$ cat config.mk
export PLATFORM = sky130hd
export DESIGN_NAME = video_top
export DESIGN_NICKNAME = d
export VERILOG_FILES = /design/src/rtl/video_timing_pkg.sv /design/src/rtl/video_data_pkg.sv /design/src/rtl/video_timing.sv /design/src/rtl/video_fetch.sv /design/src/rtl/video_render.sv /design/src/rtl/video_top.sv
export SDC_FILE = /design/constraint.sdc
export NUM_CORES = 1
export LEC_CHECK = 0
export CORE_MARGIN = 2
export CORE_UTILIZATION = 55
export DETAILED_ROUTE_END_ITERATION = 8
export DONT_BUFFER_PORTS = 1
export PLACE_DENSITY = 0.74
export SYNTH_ARGS = -nofsm -noshare
export SYNTH_HDL_FRONTEND = slang
export SYNTH_HIERARCHICAL = 1
export SYNTH_SLANG_ARGS = --single-unit
$ cat constraint.sdc
create_clock -name clk -period 3.1 [get_ports clk]
set_input_delay 0.62 -clock clk [delete_from_list [all_inputs] [get_ports clk]]
set_output_delay 0.62 -clock clk [all_outputs]
set_load 0.005 [all_outputs]
$ cat src/rtl/video_timing_pkg.sv
`default_nettype none

package video_timing_pkg;

	localparam int x_w = 10; // pixel counter width
	localparam int y_w = 9;  // line counter width

	// one flag set per pixel step, positions held until the next fetch
	typedef struct packed {
		logic           pix_stb;     // one pixel step
		logic           active;      // pixel is visible
		logic           line_start;  // first visible pixel of a line
		logic           frame_start; // first visible pixel of a frame
		logic           fetch_sync;  // first pixel of a 32-pixel chunk
		logic           fetch_req;   // start fetching the next chunk
		logic           int_start;   // first blank line after the picture
		logic [4:0]     fetch_col;   // chunk column to fetch
		logic [y_w-1:0] fetch_row;   // picture row to fetch
	} timing_strobes_t;

endpackage

`default_nettype wire

$ cat src/rtl/video_data_pkg.sv
`default_nettype none

package video_data_pkg;

	typedef struct packed {
		logic bright;
		logic g;
		logic r;
		logic b;
	} color_t;

	// spectrum attribute byte
	typedef struct packed {
		logic       flash;
		logic       bright;
		logic [2:0] paper; // g, r, b
		logic [2:0] ink;   // g, r, b
	} attr_t;

	typedef struct packed {
		logic        rd;   // single-cycle read strobe
		logic [15:0] addr; // byte address
	} mem_req_t;

	typedef enum logic [1:0] {
		idle,
		issue,
		wait_data,
		done
	} fetch_state_e;

	typedef struct packed {
		logic   valid;
		logic   line_start;
		logic   frame_start;
		color_t color;
	} video_out_t;

endpackage

`default_nettype wire

$ cat src/rtl/video_timing.sv
`timescale 1ns/1ps
`default_nettype none

module video_timing #(
	parameter int h_active    = 64,
	parameter int h_total     = 128,
	parameter int v_active    = 16,
	parameter int v_total     = 20,
	parameter int clk_per_pix = 2
) (
	input  logic                              clk,
	input  logic                              reset,
	output video_timing_pkg::timing_strobes_t timing
);

	import video_timing_pkg::*;

	localparam int pre_w = (clk_per_pix > 1) ? $clog2(clk_per_pix) : 1;

	localparam logic [pre_w-1:0] pre_last   = pre_w'(clk_per_pix - 1);
	localparam logic [x_w-1:0]   x_last     = x_w'(h_total - 1);
	localparam logic [x_w-1:0]   x_act      = x_w'(h_active);
	localparam logic [x_w-1:0]   x_prefetch = x_w'(h_total - 32);
	localparam logic [x_w-1:0]   x_mid_end  = x_w'(h_active - 32);
	localparam logic [y_w-1:0]   y_last     = y_w'(v_total - 1);
	localparam logic [y_w-1:0]   y_act      = y_w'(v_active);
	localparam logic [y_w-1:0]   y_act_last = y_w'(v_active - 1);

	logic [pre_w-1:0] pre_cnt;
	logic [x_w-1:0]   x_cnt;
	logic [y_w-1:0]   y_cnt;
	logic             tick;
	logic             at_x0;
	logic             vis_line;
	logic             vis;
	logic             chunk_edge;
	logic             pre_fetch;
	logic             mid_fetch;
	logic [4:0]       next_col;
	logic [y_w-1:0]   next_row;

	assign tick       = (pre_cnt == pre_last);
	assign at_x0      = (x_cnt == '0);
	assign vis_line   = (y_cnt < y_act);
	assign vis        = vis_line & (x_cnt < x_act);
	assign chunk_edge = (x_cnt[4:0] == 5'd0);

	// chunk 0 of the next line is fetched in horizontal blanking
	assign pre_fetch = (x_cnt == x_prefetch);
	// chunk c+1 is fetched while chunk c is on screen
	assign mid_fetch = vis_line & chunk_edge & (x_cnt < x_mid_end);
	assign next_col  = 5'(x_cnt[x_w-1:5]) + 5'd1;
	assign next_row  = (y_cnt >= y_act_last) ? '0 : y_cnt + 1'b1; // wrap after last row

	always_ff @(posedge clk)
	begin
		if (reset)
		begin
			pre_cnt <= '0;
			x_cnt   <= '0;
			y_cnt   <= '0;
		end
		else
		begin
			pre_cnt <= tick ? '0 : pre_cnt + 1'b1;
			if (tick)
			begin
				if (x_cnt == x_last)
				begin
					x_cnt <= '0;
					y_cnt <= (y_cnt == y_last) ? '0 : y_cnt + 1'b1;
				end
				else
				begin
					x_cnt <= x_cnt + 1'b1;
				end
			end
		end
	end

	always_ff @(posedge clk)
	begin
		if (reset)
		begin
			timing <= '0;
		end
		else
		begin
			timing.pix_stb     <= tick;
			timing.line_start  <= tick & vis_line & at_x0;
			timing.frame_start <= tick & at_x0 & (y_cnt == '0);
			timing.fetch_sync  <= tick & vis & chunk_edge;
			timing.fetch_req   <= tick & (pre_fetch | mid_fetch);
			timing.int_start   <= tick & at_x0 & (y_cnt == y_act);
			if (tick)
				timing.active <= vis;
			if (tick & pre_fetch)
			begin
				timing.fetch_col <= 5'd0;
				timing.fetch_row <= next_row;
			end
			else if (tick & mid_fetch)
			begin
				timing.fetch_col <= next_col;
				timing.fetch_row <= y_cnt;
			end
		end
	end

endmodule

`default_nettype wire

$ cat src/rtl/video_fetch.sv
`timescale 1ns/1ps
`default_nettype none

module video_fetch #(
	parameter int          h_active  = 64,
	parameter logic [15:0] attr_base = 16'h1800
) (
	input  logic                              clk,
	input  logic                              reset,
	input  video_timing_pkg::timing_strobes_t timing,
	output video_data_pkg::mem_req_t          mem_req,
	input  logic                              rd_valid,
	input  logic [7:0]                        rd_data,
	output logic [63:0]                       pic_bits
);

	import video_data_pkg::*;

	localparam logic [15:0] bytes_per_line = 16'(h_active / 8);

	fetch_state_e state;
	logic [2:0]   issue_idx; // bit 0 selects attr, bits 2:1 the group
	logic [2:0]   ret_idx;
	logic [2:0]   ret_lane;
	logic [15:0]  col_off;
	logic [15:0]  pix_addr;
	logic [15:0]  attr_addr;
	logic [63:0]  fetch_buf;
	logic [63:0]  shown_bits;
	logic         start;

	assign start   = (state == idle) & timing.fetch_req;
	assign col_off = {9'd0, timing.fetch_col, 2'b00}; // col8 of group 0

	// pixel byte of group g to lane {g0,0,g1}, attr byte to {g0,1,g1}
	assign ret_lane = {ret_idx[1], ret_idx[0], ret_idx[2]};

	always_ff @(posedge clk)
	begin
		if (start)
		begin
			pix_addr  <= 16'(timing.fetch_row) * bytes_per_line + col_off;
			attr_addr <= attr_base + 16'(timing.fetch_row >> 3) * bytes_per_line + col_off;
		end
	end

	always_ff @(posedge clk)
	begin
		if (reset)
		begin
			state     <= idle;
			issue_idx <= '0;
			mem_req   <= '0;
		end
		else
		begin
			mem_req.rd <= 1'b0;
			case (state)
				idle:
				begin
					if (timing.fetch_req)
					begin
						issue_idx <= '0;
						state     <= issue;
					end
				end
				issue:
				begin
					mem_req.rd   <= 1'b1;
					mem_req.addr <= (issue_idx[0] ? attr_addr : pix_addr)
						+ 16'(issue_idx[2:1]);
					issue_idx    <= issue_idx + 1'b1;
					state        <= wait_data;
				end
				wait_data:
				begin
					if (rd_valid)
						state <= (ret_idx == 3'd7) ? done : issue; // one read in flight
				end
				done:
				begin
					state <= idle;
				end
				default:
				begin
					state <= idle;
				end
			endcase
		end
	end

	always_ff @(posedge clk)
	begin
		if (reset)
			ret_idx <= '0;
		else if (start)
			ret_idx <= '0;
		else if (rd_valid)
			ret_idx <= ret_idx + 1'b1;
	end

	always_ff @(posedge clk)
	begin
		if (rd_valid)
			fetch_buf[{ret_lane, 3'b000} +: 8] <= rd_data;
		if (timing.fetch_sync)
			shown_bits <= fetch_buf;
	end

	// first pixel of a chunk already sees the new buffer
	assign pic_bits = timing.fetch_sync ? fetch_buf : shown_bits;

endmodule

`default_nettype wire

$ cat src/rtl/video_render.sv
`timescale 1ns/1ps
`default_nettype none

module video_render (
	input  logic                              clk,
	input  logic                              reset,
	input  video_timing_pkg::timing_strobes_t timing,
	input  logic [63:0]                       pic_bits,
	output video_data_pkg::video_out_t        pix_out
);

	import video_data_pkg::*;

	logic [2:0] pnum; // pixel in group
	logic [1:0] gnum; // group in chunk
	logic [2:0] cur_p;
	logic [1:0] cur_g;
	logic [2:0] pix_lane;
	logic [2:0] attr_lane;
	logic [7:0] pix_byte;
	attr_t      attr;
	logic [4:0] flash_ctr;
	logic       pix_bit;
	logic       step;
	color_t     color;
	logic       out_valid;
	logic       out_line;
	logic       out_frame;
	color_t     out_color;

	assign step  = timing.pix_stb & timing.active;
	assign cur_p = timing.fetch_sync ? 3'd0 : pnum; // chunk restarts at pixel 0
	assign cur_g = timing.fetch_sync ? 2'd0 : gnum;

	always_ff @(posedge clk)
	begin
		if (reset)
		begin
			pnum <= '0;
			gnum <= '0;
		end
		else if (step)
		begin
			pnum <= cur_p + 1'b1;
			gnum <= (cur_p == 3'd7) ? cur_g + 1'b1 : cur_g;
		end
	end

	always_ff @(posedge clk)
	begin
		if (reset)
			flash_ctr <= '0;
		else if (timing.int_start)
			flash_ctr <= flash_ctr + 1'b1; // once per frame
	end

	assign pix_lane  = {cur_g[0], 1'b0, cur_g[1]};
	assign attr_lane = {cur_g[0], 1'b1, cur_g[1]};
	assign pix_byte  = pic_bits[{pix_lane, 3'b000} +: 8];
	assign attr      = attr_t'(pic_bits[{attr_lane, 3'b000} +: 8]);
	assign pix_bit   = pix_byte[~cur_p] ^ (attr.flash & flash_ctr[4]); // msb drawn first

	always_comb
	begin
		color.bright = attr.bright;
		{color.g, color.r, color.b} = pix_bit ? attr.ink : attr.paper;
	end

	always_ff @(posedge clk)
	begin
		if (reset)
		begin
			out_valid <= 1'b0;
			out_line  <= 1'b0;
			out_frame <= 1'b0;
		end
		else
		begin
			out_valid <= step;
			out_line  <= timing.line_start;
			out_frame <= timing.frame_start;
		end
	end

	always_ff @(posedge clk)
	begin
		if (step)
			out_color <= color;
	end

	assign pix_out = '{valid: out_valid, line_start: out_line, frame_start: out_frame,
		color: out_color};

endmodule

`default_nettype wire

$ cat src/rtl/video_top.sv
`timescale 1ns/1ps
`default_nettype none

module video_top #(
	parameter int          h_active    = 64,
	parameter int          h_total     = 128,
	parameter int          v_active    = 16,
	parameter int          v_total     = 20,
	parameter int          clk_per_pix = 2,
	parameter logic [15:0] attr_base   = 16'h1800
) (
	input  logic                       clk,
	input  logic                       reset,
	output video_data_pkg::mem_req_t   mem_req,
	input  logic                       rd_valid,
	input  logic [7:0]                 rd_data,
	output video_data_pkg::video_out_t pix_out
);

	import video_timing_pkg::*;

	timing_strobes_t timing;
	logic [63:0]     pic_bits; // chunk on screen

	video_timing #(
		.h_active    (h_active),
		.h_total     (h_total),
		.v_active    (v_active),
		.v_total     (v_total),
		.clk_per_pix (clk_per_pix)
	) i_video_timing (
		.clk    (clk),
		.reset  (reset),
		.timing (timing)
	);

	video_fetch #(
		.h_active  (h_active),
		.attr_base (attr_base)
	) i_video_fetch (
		.clk      (clk),
		.reset    (reset),
		.timing   (timing),
		.mem_req  (mem_req),
		.rd_valid (rd_valid),
		.rd_data  (rd_data),
		.pic_bits (pic_bits)
	);

	video_render i_video_render (
		.clk      (clk),
		.reset    (reset),
		.timing   (timing),
		.pic_bits (pic_bits),
		.pix_out  (pix_out)
	);

endmodule

`default_nettype wire

==> Word-level counts from Yosys, hierarchy flattened <==
Index checks and enable logic that the tools add are counted.
Widths: inputs -> output; s select.
{ "classes": {"mux": 21, "n_shift": 4, "n_eq_ne": 11, "bitwise": 19, "order_cmp": 5, "reduce_logical": 12, "add_sub_neg": 14} }
{ "op_table": {"columns": ["op", "n"], "rows": [
  ["$shiftx 64x7->8", 2],
  ["$bwmux 64", 1],
  ["$mux 64", 1],
  ["$shift 8x8->64 const A", 1],
  ["$shiftx 8x8->64", 1],
  ["$mux 9", 4],
  ["$eq 10x7->1 const B", 2],
  ["$eq 9x5->1 const B", 2],
  ["$mux 17", 1],
  ["$add 16x2->16", 1],
  ["$and 1x1->1", 16],
  ["$mux 16", 1],
  ["$add 14x7->15", 1],
  ["$add 13x9->14 const A", 1],
  ["$add 12x7->13", 1],
  ["$add 10x1->10 const B", 1],
  ["$add 5x1->5 const B", 2],
  ["$logic_not 10->1", 1],
  ["$lt 10x6->1 const B", 1],
  ["$lt 10x7->1 const B", 1],
  ["$mux 10", 1],
  ["$mux 2", 5],
  ["$add 3x1->3 const B", 3],
  ["$add 9x1->9 const B", 1],
  ["other kinds (24)", 34]
]} }
{ "word_totals": {"ff_bits": 243, "output_inout_bits": 24} }

==> Logic depth before layout (Yosys ltp) <==
{ "logic_depth": {"word_depth": 6, "ltp_mapped": 10} }

==> Modules after synthesis <==
The synthesis kept the hierarchy.
{ "modules_own_cells": {"columns": ["module", "instances", "area_each_um2", "cells_each", "seq_area_each_um2"], "rows": [
  ["video_fetch", 1, 6513.7, 480, 4184.0],
  ["video_timing", 1, 1934.4, 212, 820.8],
  ["video_render", 1, 1741.7, 216, 380.4]
]} }

==> Worst setup path after synthesis <==
Ideal clock, no wire load.
{ "synth_path": {"kind": "flip-flop to flip-flop", "start": "register, netlist name i_video_timing/timing[16]", "end": "register i_video_render.out_color (netlist bit i_video_render/pix_out[0]) (data pin)", "synth_period_minus_slack_ns": 2.909, "required_time_ns": 2.930, "stages_incl_launch_ff": 10, "setup_slack_ns": 0.191, "t_arrival_ns": 2.740, "setup_ns": 0.170, "cell_sequence": "dfxtp_1 > buf_2 > buf_2 > mux2_2 > mux2_1 > a221o_1 > a211o_1 > and4_1 > a2111o_1 > nor4_2"} }
{ "synth_lines": {"columns": ["element", "line", "source"], "rows": [
  ["end signal: assignment", "video_render.sv:88", "out_color <= color;"],
  ["end: declaration", "video_render.sv:29", "color_t out_color;"]
]} }

==> out/metrics.yaml <==
critical_path:
  critPathMaxFanout: 15
  criticalPathCategory: "reg -> reg"
  crit_arrival_ps: 3180
  required_ps: 3440
  rrSetupSlack_ps: 260
  critPathLaunchType: "flop"
  worstRegToRegCells: 8
  reg2reg_to: "i_video_render/pix_out[0]"
  crit_path_end_kind: "flop"
  r2r-start: "i_video_timing/timing[16]"
placed_design:
  placed_area_sq_mm: 0.01040
  place_hpwl_um: 14150
  gp_congestion: 0.9476
  io_buffers: 0
  dp_cells: 1112
clocking:
  clk_pin_slew_ps: 60
  postCtsHoldBufs: 0
  cts_tree: "done"
  post_cts_resized: 0
  max-clock-path-buffers: 3
  clk_latency_ps: 510
  cts_root_buffer: "clkbuf_16"
  cts_setup_buffers: 0
  clkSinkCount: 226
  cts_buffers: 24
  htree_levels: 1
global_routing:
  grt_usage_pct: 21.36
  antenna_found_initial: 1
  grt_pass1_vias: 6578
  grt_max_degree: 81
  grt_pass1_wl_um: 33600
  grt_overflow_total: 0
pwr:
  seqPwrFrac_pct: 50.5
  power_frac_clock_pct: 42.5
  power_switching_uw: 1438
  ir_drop_mv: 0.4818
  power_frac_comb_pct: 7.0
  power_leakage_uw: 0.004090
  powerDensity_mw_per_mm2: 576.8
  p_int_uw: 4999
  switching_share_pct: 22.34
synthesis:
  ys_warn_count: 6
  ys_seq_area_share_pct: 52.85
  synth.largest_area_cell: "dfxtp_1"
  yosysMostFrequentCell: "dfxtp_1"
  ys_types: 79
  yosysTopAreaCellShare_pct: 27.50
  synth_edf_count: 86
  synth_area_per_cell_sq_um: 11.22
  yosys-top-cells-area: "dfxtp_1 28%, edfxtp_1 25%, mux2_2 7.1%, and2_1 4.2%, mux2i_1 2.9%"
  yosys_register_bits: 226
  synth-main-ff-cell: "dfxtp_1"
  synth_common_cells: "140 x dfxtp_1, 86 x edfxtp_1, 68 x and2_1, 64 x mux2_2, 51 x nor2_1"
  ys_async_sr_fraction_pct: 0
  synthesis.area_sq_mm: 0.01019
  netlist_instances: 908
layout:
  fin_nets: 945
  area_delta_synth_final_pct: 9.517
  final_cell_area_sq_mm: 0.01116
  insertedDiodeCount: 0
  drive_above_1_share_pct: 16.61
  final_util_pct: 61.70
  finalNonFillerCells: 1156
timing:
  setup_tns_ps: 0
  skew_ps: 13.55
  worstMarginPinSlew_ps: 787.6
  relSlewSlack_pct: 47.44
  max_freq_mhz: 352.6
  min_period_over_period_pct: 91.48
  rsz0062_at_grt: "false"
  maxSlewViolCount: 0
  fin_crit_ps: 2836
  holdWs_ps: 177.1
  hold_violations: 0
  finalSetupViolCount: 0
route:
  via_per_inst: 5.776
  wl_um: 20900
  avgRoutedWirePerCell_um: 18.08
  antenna_left: 0
  drt_first_iter_violations: 397
  vias: 6677
  drtPass1Iterations: 6
  drc_errors: 0
hold_path:
  hp-start: "reset"
  holdPathEnd: "i_video_timing/y_cnt[1]"
  hold_path_depth: 1
  hold_class: "in -> reg"
die:
  io_pins: 35
  num_rows: 49
  die_area_sq_mm: 0.01963
  fp.dieH_um: 140.1
  core-area_sq_mm: 0.01809
  die_width_um: 140.1
  initial_core_util_pct: 56.34
job:
  maxCapViolations: 0
run_status:
  status: "finished clean"
worst max-delay path: stages, from the launching register on:
cell      delay, ps
dfxtp_4         470
buf_4           250
mux2_2          360
mux2i_1         210
a221o_1         360
a211oi_1        110
and4_1          210
a2111o_1        430
nor4_2          270
cells by family (layout without fill, tap and decap cells):
family,count (synthesis),after routing,synth area share (%)
mux,96,96,10.39
xor+xnor,24,24,2.063
buf+inv,85,102,4.003
compound gates,135,135,9.639
fa+ha+maj,25,25,3.217
other cells,1,3,0.03680
simple gates,316,316,17.81
flops,226,226,52.85
final cells by class:
cell class	instances	area (sq um)
clock buffer	32	671.9
sequential	226	5390
timing repair buffer	27	202.7
inverter	31	116.4
clock inverter	12	87.58
fill	1420	6927
tap	229	286.5
multi-input combinational	599	4404
stage by stage:
step	setup slack [ps]	total power, uW
floorplan	190.7	3662
global placement	343.4	3743
detailed placement	296.5	3757
CTS	274.8	6486
global route	143.0	6651
finish	264.0	6437
layer usage:
metal	global-route usage, %	share of wire [%]
met5	0	0.053
met4	7.868	3.8
met3	2.906	4.0
met2	36.25	46
met1	28.18	46
layout by cell type, fill, tap and decap left out, types with 9 or more instances in the layout:
cell type | synthesis | layout
mux2_2 | 64 | 64
mux2i_1 | 30 | 30
nor2_1 | 51 | 51
nand2b_1 | 15 | 15
a21oi_1 | 41 | 41
inv_1 | 31 | 31
nand4_1 | 10 | 10
edfxtp_1 | 86 | 86
and2_1 | 68 | 68
clkbuf_16 | 0 | 25
xnor2_1 | 9 | 9
o21bai_1 | 10 | 10
nor3_1 | 24 | 24
dfxtp_1 | 140 | 138
nor2b_1 | 15 | 15
ha_1 | 23 | 23
nand3_1 | 21 | 21
xor2_1 | 15 | 15
nand2_1 | 44 | 44
buf_4 | 11 | 27
a211oi_1 | 19 | 19
nor3b_1 | 16 | 16
how the worst max path moves through the flow:
stage / startpoint / end / slack [ps] / depth (start not counted)
CTS: i_video_timing/timing[16] / i_video_render/pix_out[0] / 270 / 7
finish: i_video_timing/timing[16] / i_video_render/pix_out[0] / 260 / 8
floorplan: i_video_timing/timing[16] / i_video_render/pix_out[0] / 190 / 9
detailed placement: i_video_timing/timing[16] / i_video_render/pix_out[0] / 300 / 7
global route: i_video_timing/timing[16] / i_video_render/pix_out[0] / 140 / 7
global placement: i_video_timing/timing[16] / i_video_render/pix_out[0] / 340 / 7
flip-flops by register name, summed over array words and instances (netlist names), 2 cells and up:
name and count:
i_video_fetch/mem_req 14, i_video_render/pnum 3, i_video_render/flash_ctr 5, i_video_fetch/state 2, i_video_fetch/issue_idx 3, i_video_fetch/attr_addr 8
i_video_fetch/ret_idx 3, i_video_fetch/pix_addr 10, i_video_fetch/shown_bits 64, i_video_timing/x_cnt 10, i_video_fetch/fetch_buf 64, i_video_timing/timing 21
i_video_timing/y_cnt 9, i_video_render/gnum 2, i_video_render/pix_out 4
power by group through the flow:
| stage | sequential, uW | clock (uW) | combinational (uW) |
|---|---|---|---|
| floorplan | 3290 | 0 | 372 |
| global placement | 3310 | 0 | 433 |
| detailed placement | 3310 | 0 | 443 |
| CTS | 3250 | 2790 | 447 |
| global route | 3260 | 2890 | 497 |
| finish | 3250 | 2740 | 450 |
Note: power is estimated with default switching activity, not from simulation.
